### src/logic/rp_pkg.sv
// Shared widths, sample types and constants of the analog signal path
// Register map and identification word of the control block

package rp_pkg;

  ////////////////////////////////////////
  // Analog channels
  ////////////////////////////////////////

  // Two ADC inputs, two DAC outputs
  localparam int unsigned RP_CHN    = 2;
  // Raw converter word, lowest 2 bits unused by the 14-bit ADC
  localparam int unsigned ADC_RAW_W = 16;
  localparam int unsigned SMP_W     = 14;

  typedef logic        [ADC_RAW_W-1:0] adc_raw_t;
  // Two's complement sample inside the design
  typedef logic signed [SMP_W-1:0]     smp_t;
  // Offset code toward the DAC pins
  typedef logic        [SMP_W-1:0]     dac_code_t;

  ////////////////////////////////////////
  // PDM outputs
  ////////////////////////////////////////

  localparam int unsigned PDM_CHN = 4;
  localparam int unsigned PDM_W   = 8;
  // Accumulator modulus, full scale level gives a constant high
  localparam int unsigned PDM_RNG = 255;

  typedef logic [PDM_W-1:0] pdm_lvl_t;

  ////////////////////////////////////////
  // Register map
  ////////////////////////////////////////

  localparam int unsigned REG_AW = 4;
  localparam int unsigned REG_DW = 32;

  // Read-only identification word
  localparam logic [REG_AW-1:0] REG_ID   = 4'd0;
  // Loopback select, bit i for channel i
  localparam logic [REG_AW-1:0] REG_LOOP = 4'd1;
  // First of four PDM level registers, bits 7:0
  localparam logic [REG_AW-1:0] REG_PDM0 = 4'd4;

  localparam logic [REG_DW-1:0] RP_ID_VAL = 32'h5250_0a14;

endpackage

### src/logic/reg_bus_if.sv
// Register access bus between the pins and the control registers
// Single-cycle write and read strobes, no acknowledge

`timescale 1ns/1ps

interface reg_bus_if;

  import rp_pkg::*;

  // Strobes, one cycle each
  logic              wen;
  logic              ren;
  // Word address shared by writes and reads
  logic [REG_AW-1:0] addr;
  logic [REG_DW-1:0] wdata;
  // Read data, valid the cycle after ren and held
  logic [REG_DW-1:0] rdata;

  // Pin side
  modport master (
    output wen,
    output ren,
    output addr,
    output wdata,
    input  rdata
  );

  // Register block side
  modport slave (
    input  wen,
    input  ren,
    input  addr,
    input  wdata,
    output rdata
  );

endinterface

### src/logic/rp_ctl_regs.sv
// Control register block
// Identification word, loopback select bits, PDM levels
// Registered read data over the register bus

`timescale 1ns/1ps

module rp_ctl_regs (
  input  logic                                      adc_clk,
  input  logic                                      top_rst,
  reg_bus_if.slave                                  bus,
  output logic               [rp_pkg::RP_CHN-1:0]   loop_o,
  output rp_pkg::pdm_lvl_t   [rp_pkg::PDM_CHN-1:0]  pdm_lvl_o
);

  import rp_pkg::*;

  logic     [RP_CHN-1:0]  loop_q;
  pdm_lvl_t [PDM_CHN-1:0] lvl_q;
  // Read data before the output flop
  logic     [REG_DW-1:0]  rd_mux;

  ////////////////////////////////////////
  // Write decode
  ////////////////////////////////////////

  always_ff @(posedge adc_clk, posedge top_rst) begin
    if (top_rst) begin
      loop_q <= '0;
      lvl_q  <= '0;
    end else if (bus.wen) begin
      // Loopback bits, one per channel
      if (bus.addr == REG_LOOP) begin
        loop_q <= bus.wdata[RP_CHN-1:0];
      end
      // PDM levels at consecutive addresses
      for (int i = 0; i < PDM_CHN; i++) begin
        if (bus.addr == REG_PDM0 + REG_AW'(i)) begin
          lvl_q[i] <= bus.wdata[PDM_W-1:0];
        end
      end
    end
  end

  ////////////////////////////////////////
  // Read multiplexer
  ////////////////////////////////////////

  always_comb begin
    // Unmapped addresses read as zero
    rd_mux = '0;
    if (bus.addr == REG_ID) begin
      rd_mux = RP_ID_VAL;
    end
    if (bus.addr == REG_LOOP) begin
      rd_mux[RP_CHN-1:0] = loop_q;
    end
    for (int i = 0; i < PDM_CHN; i++) begin
      if (bus.addr == REG_PDM0 + REG_AW'(i)) begin
        rd_mux[PDM_W-1:0] = lvl_q[i];
      end
    end
  end

  // Captured on the read strobe, held until the next read
  // Shows contents from before a write at the same edge
  always_ff @(posedge adc_clk, posedge top_rst) begin
    if (top_rst) begin
      bus.rdata <= '0;
    end else if (bus.ren) begin
      bus.rdata <= rd_mux;
    end
  end

  // Configuration toward the signal path
  assign loop_o    = loop_q;
  assign pdm_lvl_o = lvl_q;

endmodule

### src/logic/adc_frontend.sv
// ADC front end for both channels
// Format conversion to signed samples and digital loopback select

`timescale 1ns/1ps

module adc_frontend (
  input  logic                                   adc_clk,
  input  logic                                   top_rst,
  input  rp_pkg::adc_raw_t [rp_pkg::RP_CHN-1:0]  adc_dat_i,
  input  rp_pkg::smp_t     [rp_pkg::RP_CHN-1:0]  gen_dat_i,
  input  logic             [rp_pkg::RP_CHN-1:0]  loop_i,
  output rp_pkg::smp_t     [rp_pkg::RP_CHN-1:0]  adc_smp_o
);

  import rp_pkg::*;

  // Converted ADC words
  smp_t [RP_CHN-1:0] adc_cnv;
  // After the loopback multiplexer
  smp_t [RP_CHN-1:0] smp_sel;

  ////////////////////////////////////////
  // Conversion and loopback
  ////////////////////////////////////////

  always_comb begin
    for (int i = 0; i < RP_CHN; i++) begin
      // Converter has an inverted slope, sign bit stays
      // Two low bits are unused by the 14-bit part
      adc_cnv[i] = {adc_dat_i[i][ADC_RAW_W-1],
                    ~adc_dat_i[i][ADC_RAW_W-2:ADC_RAW_W-SMP_W]};
      // Generator sample replaces the ADC when looped back
      smp_sel[i] = loop_i[i] ? gen_dat_i[i] : adc_cnv[i];
    end
  end

  // Single register stage, same latency for both paths
  always_ff @(posedge adc_clk, posedge top_rst) begin
    if (top_rst) begin
      adc_smp_o <= '0;
    end else begin
      adc_smp_o <= smp_sel;
    end
  end

endmodule

### src/logic/dac_backend.sv
// DAC back end
// Signed generator samples to DAC code
// Two channels interleaved on one bus with a select line

`timescale 1ns/1ps

module dac_backend (
  input  logic                                  adc_clk,
  input  logic                                  top_rst,
  input  rp_pkg::smp_t     [rp_pkg::RP_CHN-1:0] gen_dat_i,
  output rp_pkg::dac_code_t                     dac_dat_o,
  output logic                                  dac_sel_o
);

  import rp_pkg::*;

  // DAC codes of the last sampled generator words
  dac_code_t [RP_CHN-1:0] code_q;
  // Channel select, high for channel 0
  logic                   sel_q;

  ////////////////////////////////////////
  // Code registers and select flop
  ////////////////////////////////////////

  always_ff @(posedge adc_clk, posedge top_rst) begin
    if (top_rst) begin
      code_q <= '0;
      sel_q  <= 1'b1;
    end else begin
      // Alternates every cycle
      sel_q <= ~sel_q;
      for (int i = 0; i < RP_CHN; i++) begin
        // Offset binary with negative slope, sign bit kept
        code_q[i] <= {gen_dat_i[i][SMP_W-1], ~gen_dat_i[i][SMP_W-2:0]};
      end
    end
  end

  // Shared DAC bus
  // Channel 0 on the high phase, channel 1 on the low phase
  assign dac_dat_o = sel_q ? code_q[0] : code_q[1];
  assign dac_sel_o = sel_q;

endmodule

### src/logic/pdm_dac.sv
// Four-channel pulse-density modulator
// Modulo accumulator per channel, carry drives the output bit

`timescale 1ns/1ps

module pdm_dac (
  input  logic                                      adc_clk,
  input  logic                                      top_rst,
  input  rp_pkg::pdm_lvl_t [rp_pkg::PDM_CHN-1:0]    lvl_i,
  output logic             [rp_pkg::PDM_CHN-1:0]    pdm_o
);

  import rp_pkg::*;

  // Accumulator state, always below the range
  logic [PDM_CHN-1:0][PDM_W-1:0] acc_q;
  // One extra bit for the sum
  logic [PDM_CHN-1:0][PDM_W:0]   acc_sum;
  logic [PDM_CHN-1:0][PDM_W-1:0] acc_nxt;
  logic [PDM_CHN-1:0]            carry;

  ////////////////////////////////////////
  // Accumulate and wrap
  ////////////////////////////////////////

  always_comb begin
    for (int i = 0; i < PDM_CHN; i++) begin
      acc_sum[i] = {1'b0, acc_q[i]} + {1'b0, lvl_i[i]};
      // Pulse whenever the sum passes the range
      carry[i]   = acc_sum[i] >= (PDM_W+1)'(PDM_RNG);
      // Largest wrapped value is 254, fits the state width
      acc_nxt[i] = carry[i] ? PDM_W'(acc_sum[i] - (PDM_W+1)'(PDM_RNG))
                            : acc_sum[i][PDM_W-1:0];
    end
  end

  // Level 255 sets the carry every cycle
  // Level 0 never does
  always_ff @(posedge adc_clk, posedge top_rst) begin
    if (top_rst) begin
      acc_q <= '0;
      pdm_o <= '0;
    end else begin
      acc_q <= acc_nxt;
      pdm_o <= carry;
    end
  end

endmodule

### src/logic/rp_top.sv
// Top level of the analog signal path
// Pins to register bus, ADC front end, DAC back end and PDM outputs

`timescale 1ns/1ps

module rp_top (
  input  logic                                     adc_clk,
  input  logic                                     top_rst,
  // ADC and generator samples
  input  rp_pkg::adc_raw_t  [rp_pkg::RP_CHN-1:0]   adc_dat_i,
  input  rp_pkg::smp_t      [rp_pkg::RP_CHN-1:0]   gen_dat_i,
  // Register access
  input  logic                                     reg_wen_i,
  input  logic                                     reg_ren_i,
  input  logic              [rp_pkg::REG_AW-1:0]   reg_addr_i,
  input  logic              [rp_pkg::REG_DW-1:0]   reg_wdata_i,
  // Outputs
  output rp_pkg::smp_t      [rp_pkg::RP_CHN-1:0]   adc_smp_o,
  output rp_pkg::dac_code_t                        dac_dat_o,
  output logic                                     dac_sel_o,
  output logic              [rp_pkg::PDM_CHN-1:0]  pdm_o,
  output logic              [rp_pkg::REG_DW-1:0]   reg_rdata_o
);

  import rp_pkg::*;

  // Configuration from the register block
  logic     [RP_CHN-1:0]  loop;
  pdm_lvl_t [PDM_CHN-1:0] pdm_lvl;

  ////////////////////////////////////////
  // Register bus
  ////////////////////////////////////////

  reg_bus_if bus ();

  // Master side driven straight from the pins
  assign bus.wen     = reg_wen_i;
  assign bus.ren     = reg_ren_i;
  assign bus.addr    = reg_addr_i;
  assign bus.wdata   = reg_wdata_i;
  assign reg_rdata_o = bus.rdata;

  rp_ctl_regs i_ctl_regs (
    .adc_clk   (adc_clk),
    .top_rst   (top_rst),
    .bus       (bus.slave),
    .loop_o    (loop),
    .pdm_lvl_o (pdm_lvl)
  );

  ////////////////////////////////////////
  // Analog paths
  ////////////////////////////////////////

  // Generator samples feed both the DAC and the loopback
  adc_frontend i_adc_frontend (
    .adc_clk   (adc_clk),
    .top_rst   (top_rst),
    .adc_dat_i (adc_dat_i),
    .gen_dat_i (gen_dat_i),
    .loop_i    (loop),
    .adc_smp_o (adc_smp_o)
  );

  dac_backend i_dac_backend (
    .adc_clk   (adc_clk),
    .top_rst   (top_rst),
    .gen_dat_i (gen_dat_i),
    .dac_dat_o (dac_dat_o),
    .dac_sel_o (dac_sel_o)
  );

  // Slow analog outputs
  pdm_dac i_pdm_dac (
    .adc_clk (adc_clk),
    .top_rst (top_rst),
    .lvl_i   (pdm_lvl),
    .pdm_o   (pdm_o)
  );

endmodule

### config.mk
export PLATFORM = sky130hd
export DESIGN_NAME = rp_top
export DESIGN_NICKNAME = d
export VERILOG_FILES = /design/src/logic/rp_pkg.sv /design/src/logic/reg_bus_if.sv /design/src/logic/rp_ctl_regs.sv /design/src/logic/adc_frontend.sv /design/src/logic/dac_backend.sv /design/src/logic/pdm_dac.sv /design/src/logic/rp_top.sv
export SDC_FILE = /design/constraint.sdc
export NUM_CORES = 1
export LEC_CHECK = 0
export BUFFER_PORTS_ARGS = -buffer_cell sky130_fd_sc_hd__buf_2
export CAP_MARGIN = 20
export CELL_PAD_IN_SITES_DETAIL_PLACEMENT = 1
export CELL_PAD_IN_SITES_GLOBAL_PLACEMENT = 2
export CORE_MARGIN = 3
export CORE_UTILIZATION = 35
export CTS_BUF_LIST = sky130_fd_sc_hd__clkbuf_2 sky130_fd_sc_hd__clkbuf_4 sky130_fd_sc_hd__clkbuf_8
export CTS_CLUSTER_DIAMETER = 120
export DETAILED_ROUTE_END_ITERATION = 7
export MAX_ROUTING_LAYER = met4
export PLACE_DENSITY = 0.87
export SLEW_MARGIN = 5
export SYNTH_ARGS = -nofsm -noshare
export SYNTH_HDL_FRONTEND = slang
export SYNTH_SLANG_ARGS = --single-unit
### constraint.sdc
create_clock -name adc_clk -period 4.6 [get_ports adc_clk]
set_input_delay 0.46 -clock adc_clk [delete_from_list [all_inputs] [get_ports adc_clk]]
set_output_delay 0.46 -clock adc_clk [all_outputs]
set_load 0.03 [all_outputs]
==> qor.yml, run 1 <==
outcome:
  status: "finished, final reports clean"
clock_network:
  post_cts_resized: 0
  cts.sink_count: 136
  cts_tree: "yes"
  htree_num_levels: 4
  post_cts_buffers: 0
  cts.path.max_buffers: 2
  path_clk_slew_ns: 0.09
  cts_buffers: 17
  root_buffer: "clkbuf_8"
  cts_hold_repair.buffers: 0
  insertion_delay_ns: 0.46
setup_path:
  path_cells: "ha_1, fa_1, a21o_1, a221oi_1, xnor2_1, nand4_1, o31ai_2, mux2_1"
  cpLargestDelayFamily: "compound AO/OA/AOI/OAI gates"
  cp_max_fo: 5
  cp_slowest_cell: "fa_1"
  crit_buf_inv: 0
  required_ns: 4.94
  worstSetupPathType: "register to register"
  arrival_ns: 3.38
  cp-start-kind: "register"
  slowest_delay_ns: 0.46
  cp-end-kind: "register"
drt:
  detail_route.iter0.violations: 168
  dr.pass1.iters: 4
  avgRoutedWirePerCell_um: 17.93
  drt.antenna.violating_nets: 0
  drc: 0
  num_vias: 5491
  viasPerCell: 5.122
  wl_um: 19220
placed_design:
  port_buffers: 133
  hpwlAfterDp_um: 14620
  placed_cell_area_mm2: 0.008232
  gp_congestion: 0.7960
synthesis:
  syn_area_per_cell_um2: 11.24
  synthTopCellsByCount: "dfrtp_1 (135), mux2_2 (52), inv_1 (43), ha_1 (36)"
  synthTopCellsByArea: "dfrtp_1 (46%), mux2_2 (7.9%), ha_1 (6.1%)"
  synth_ff_type: "dfrtp_1"
  syn_inst: 660
  synth_seq_cells: 136
  synth_area_leader_cell: "dfrtp_1"
  yosysUniqueCellTypes: 73
  synth.most_common_cell: "dfrtp_1"
  synth-edff-count: 0
  synth_warnings: 0
  synth_area_mm2: 0.007417
  async_reset_ff_share_pct: 100.0
  ys_seq_area_share_pct: 45.90
  yosysTopAreaCellShare_pct: 45.55
sta:
  hold_slack_ns: 0.1172
  drv_slew: 0
  relSlewSlack_pct: 35.31
  clock_skew_ns: 0.01344
  worst_pin_slew_ns: 0.9703
  final.min_clock_period_ns: 3.042
  rsz0062_at_grt: "false"
  setup_tns_ns: 0
  min_period_over_period_pct: 66.12
  hold_viol: 0
  setup_violations: 0
  max_freq_ghz: 0.3288
pwr:
  p_leak_uw: 0.004125
  peakVddDrop_mv: 0.1936
  cellPowerDensity_mw_per_mm2: 672.5
global_route:
  antenna_found_initial: 2
  gr-usage-met3_pct: 3.331
  grt_util_all_layers_pct: 17.55
  overflow: 0
  grt-busiest-layer: "met2"
  use_met1_pct: 20.11
  grt_pass1_wl_um: 30370
  grt_use_met2_pct: 31.61
  grt_max_degree: 107
  grt_pass1_vias: 5747
layout:
  fin_area_mm2: 0.008648
  nets: 927
  area_delta_synth_final_pct: 16.60
  drive_above_1_share_pct: 30.50
floorplanning:
  die_area_mm2: 0.02298
  core_mm2: 0.02049
  ioPinCount: 179
  die_w_um: 151.6
  initial_utilization_pct: 36.19
  die_h_um: 151.6
  std_cell_rows: 52
min_path:
  hold_class: "input port to register"
run:
  maxCapViolations: 0
==> routing by layer <==
metal	part of all wire (%)	wire length (µm)
met1	42	8086
met3	4.5	874
met2	52	10070
met4	0.95	182
met5	0	0
==> worst register-to-register path, cell delays in order, from the launching register on <==
cell and delay, ns:
dfrtp_1 0.44, ha_1 0.26, fa_1 0.46, a21o_1 0.24
a221oi_1 0.32, xnor2_1 0.27, nand4_1 0.23, o31ai_2 0.35
mux2_1 0.35
==> cells in the final DEF, fill, tap and decap left out, drive strengths merged, types with 3 or more instances in the layout <==
master and n:
nor2 24, o21a 3, o211ai 6, o2111ai 4, inv 52, clkbuf 17, nand2 23, o31ai 6
o21bai 3, conb 17, xnor2 8, mux2 57, a21oi 33, nand4 6, and3 17, nand2b 6
or3b 4, a31oi 7, a21o 16, clkinv 3, xor2 16, a221oi 6, nor3b 7, o21ai 33
nand3 20, mux2i 31, nor3 8, buf 134, nor2b 10, nand4b 4, mux4 4, dfrtp 135
ha 36, or3 3, a211oi 8, fa 4
==> cell families (layout without fill, tap and decap cells) <==
group / count (synthesis) / after routing / synth area share [%]
muxes: 92 / 92 / 14.10
other: 1 / 19 / 0.05056
AOI/OAI and AO/OA: 144 / 144 / 13.83
buffers and inverters: 85 / 209 / 5.702
xor gates and xnor gates: 24 / 24 / 3.037
adders and majority gates: 40 / 40 / 7.153
and+or+nand+nor: 138 / 138 / 10.22
DFF: 136 / 136 / 45.90
==> registers in the layout (all words and copies together), names as in the netlist <==
signal                    flops
i_pdm_dac.acc_q              32
i_ctl_regs.bus.rdata          9
i_ctl_regs.pdm_lvl_o         32
i_ctl_regs.loop_o             2
i_adc_frontend.adc_smp_o     28
i_dac_backend.dac_sel_o       1
i_pdm_dac.pdm_o               4
i_dac_backend.code_q         28
==> cell type report <==
type,count,area (µm²)
clock buffer,17,234.0
clock inverter,15,177.7
tap,270,337.8
inverter,43,166.4
fill,2347,11850
multi-input combinational,455,3650
antenna,2,5.005
timing repair buffer,134,673.1
sequential,136,3405
==> per-stage QoR <==
stage	total power (µW)	setup slack (ns)	cells	util, %
3_5_place_dp	4804	1.555	1038	40.16
2_1_floorplan	4086	0.5022	676	-
5_1_grt	6297	1.369	1072	42.20
3_3_place_gp	4695	1.597	1038	40.16
4_1_cts	5865	1.545	1070	42.17
6_report	5816	1.558	1072	42.20
==> path summary, 6_finish.rpt <==
path	endpoint	cells past startpoint	from	slack (ns)
max	i_pdm_dac.acc_q[9]$_DFF_PP0_	8	i_ctl_regs.pdm_lvl_o[8]$_DFFE_PP0P_	1.56
min	i_dac_backend.code_q[27]$_DFF_PP0_	1	gen_dat_i[27]	0.12
max reg2reg	i_pdm_dac.acc_q[9]$_DFF_PP0_	8	i_ctl_regs.pdm_lvl_o[8]$_DFFE_PP0P_	1.56
min reg2reg	i_ctl_regs.bus.rdata[6]$_DFFE_PP0P_	2	i_ctl_regs.bus.rdata[6]$_DFFE_PP0P_	0.52
max in group asynchronous	i_dac_backend.code_q[17]$_DFF_PP0_	3	top_rst	3.41
min in group asynchronous	i_adc_frontend.adc_smp_o[2]$_DFF_PP0_	2	top_rst	0.21
==> power by group <==
| group | internal, µW | total [µW] | switching, µW |
|---|---|---|---|
| clock | 461 | 1030 | 567 |
| sequential | 1500 | 1700 | 195 |
| combinational | 1220 | 3090 | 1870 |
| total | 3180 | 5820 | 2630 |
Note: power is estimated with default switching activity, not from simulation.
==> inputs of run 2 (changes only) <==
- CORE_UTILIZATION: 35 -> 32
- PLACE_DENSITY: 0.87 -> 0.84
- clock period: 4.6 -> 2.5 ns (I/O delays scaled with it)
==> run 2 against run 1 <==
Maximum frequency increased by 22%. Sequential power increased by 82%. Worst hold slack lost 0.098 ns. Clock power up 84%. Sequential cell count did not move. Register-to-register slack got worse by 1.6 ns. Critical path depth unchanged. Global-route usage up 0.85 points. Power is 120% higher. Clock-buffer cell count is the same. Non-clock buffer count grew 133. Final cell count is 14% higher. Critical endpoint is now i_pdm_dac.acc_q[1]$_DFF_PP0_. Largest power group unchanged. Highest routed layer unchanged.
==> qor.yml, run 2 (synthesized netlist as in run 1, its figures left out) <==
setup_path:
  required_ns: 2.84
  arrival_ns: 2.84
  slowest_delay_ns: 0.42
  endpoint: "i_pdm_dac.acc_q[1]$_DFF_PP0_"
  rr_startpoint: "i_ctl_regs.pdm_lvl_o[0]$_DFFE_PP0P_"
  worstSetupPathType: "register to register"
  cp-start-kind: "register"
  cp_slowest_cell: "dfrtp_1"
  cp-startpoint: "i_ctl_regs.pdm_lvl_o[0]$_DFFE_PP0P_"
  ff2ff_setup_slack_ns: 0.007
  cp_max_fo: 3
  cp-end-kind: "register"
  crit_top_cell: "a21o_1"
  r2r-end: "i_pdm_dac.acc_q[1]$_DFF_PP0_"
  path_cells: "ha_4, fa_2, a21o_1, a221oi_4, xor2_1, a21o_1, o31a_1, mux2_4"
  r2r_cells: 8
global_route:
  grt_max_degree: 41
  antenna_found_initial: 4
  grt-busiest-layer: "met2"
  use_met1_pct: 20.20
  overflow: 0
  grt_pass1_vias: 6464
  grt_util_all_layers_pct: 18.40
  grt_pass1_wl_um: 34410
  grt_use_met2_pct: 33.52
  gr-usage-met3_pct: 3.116
clock_network:
  cts.path.max_buffers: 2
  cts_buffers: 17
  path_clk_slew_ns: 0.10
  htree_num_levels: 4
  cts_tree: "yes"
  insertion_delay_ns: 0.46
  root_buffer: "clkbuf_8"
  cts.sink_count: 136
sta:
  setup_tns_ns: 0
  drv_slew: 0
  min_period_over_period_pct: 99.74
  final.min_clock_period_ns: 2.493
  setup_violations: 0
  worst_pin_slew_ns: 0.8300
  hold_viol: 0
  max_freq_ghz: 0.4011
  rsz0062_at_grt: "true"
  relSlewSlack_pct: 44.55
  clock_skew_ns: 0.01780
placed_design:
  hpwlAfterDp_um: 15740
  gp_congestion: 0.8003
  dp_cells: 1123
  port_buffers: 133
pwr:
  cellPowerDensity_mw_per_mm2: 1248
  p_leak_uw: 0.004798
  peakVddDrop_mv: 0.4729
layout:
  layoutNonFillerInstCount: 1222
  drive_above_1_share_pct: 37.94
  final_cell_mix: "dfrtp_1 (135), buf_2 (133), buf_4 (74)"
  area_delta_synth_final_pct: 35.93
  nets: 1060
  layout_commonest_cell: "dfrtp_1"
outcome:
  status: "finished, final reports clean"
drt:
  drc: 0
  wl_um: 22640
  avgRoutedWirePerCell_um: 18.52
  viasPerCell: 4.931
  drt.antenna.violating_nets: 0
  dr.pass1.iters: 4
  detail_route.iter0.violations: 208
  num_vias: 6026
floorplanning:
  core_mm2: 0.02271
  std_cell_rows: 55
  ioPinCount: 179
  die_h_um: 158.2
  die_w_um: 158.2
  die_area_mm2: 0.02504
  initial_utilization_pct: 32.66
min_path:
  hold_class: "input port to register"
run:
  maxCapViolations: 0
[run 2: changes by cell type in the layout (fill, tap and decap cells not counted), sizes merged]
cell	delta
dlygate4sd3	+55
clkinv	+1
diode	+2
buf	+78
clkinvlp	+1
inv	-2
[run 2: routing by layer]
layer | part of all wire [%] | vias up
met5 | 0 | -
met3 | 3.3 | 34
met1 | 41 | 3002
met4 | 2.3 | 0
li1 | - | 2869
met2 | 54 | 121
[run 2: how the worst min path moves through the flow]
stage	cells after the start	from	end	slack (ns)
after floorplan	0	gen_dat_i[13]	i_dac_backend.code_q[13]$_DFF_PP0_	0.28
after global placement	1	gen_dat_i[27]	i_dac_backend.code_q[27]$_DFF_PP0_	0.39
after detailed placement	1	gen_dat_i[27]	i_dac_backend.code_q[27]$_DFF_PP0_	0.39
after CTS	2	adc_dat_i[15]	i_adc_frontend.adc_smp_o[13]$_DFF_PP0_	0.002
after global routing	2	adc_dat_i[31]	i_adc_frontend.adc_smp_o[27]$_DFF_PP0_	0.003
final	2	adc_dat_i[14]	i_adc_frontend.adc_smp_o[12]$_DFF_PP0_	0.02
[run 2: layout make-up]
cell class	count	area [µm²]
Antenna cell	4	10.01
Tap cell	285	356.6
Timing Repair Buffer	267	1846
Multi-Input combinational cell	455	3886
Fill cell	2501	12630
Sequential cell	136	3405
Inverter	43	165.2
Clock inverter	15	180.2
Clock buffer	17	234.0
[run 2: power breakdown]
| group | internal, µW | switching [µW] | total (µW) |
|---|---|---|---|
| Clock | 846 | 1060 | 1900 |
| Sequential | 2770 | 332 | 3100 |
| Combinational | 3530 | 4060 | 7590 |
| Total | 7140 | 5450 | 12600 |
[run 2: repair_timing]
action	4_1_cts	5_1_grt
buffers inserted	2	6
gates resized for setup	10	24
endpoints found under the hold margin	82	1
pin swaps	8	24
endpoints found under the setup margin	12	20
gates cloned	0	0
hold buffers	54	1
[run 2: critical path: cells and delay by family (launching register included)]
kind	cells	cell delay (ns)
fa+ha+maj	2	0.54
flops	1	0.42
xor+xnor	1	0.13
compound gates	4	0.98
mux	1	0.31
[run 2: stage by stage]
step	hold WS [ns]	cell area (µm²)	power, µW	worst slack (ns)	util (%)
global placement	0.3884	8851	9781	-0.05719	38.98
CTS	0.002491	9883	12170	-0.003895	43.52
detailed placement	0.3924	8851	9997	-0.1497	38.98
global route	0.002555	10080	13600	-0.1172	44.40
floorplan	0.2814	7532	7663	-0.06698	-
finish	0.01920	10080	12590	0.006612	44.40
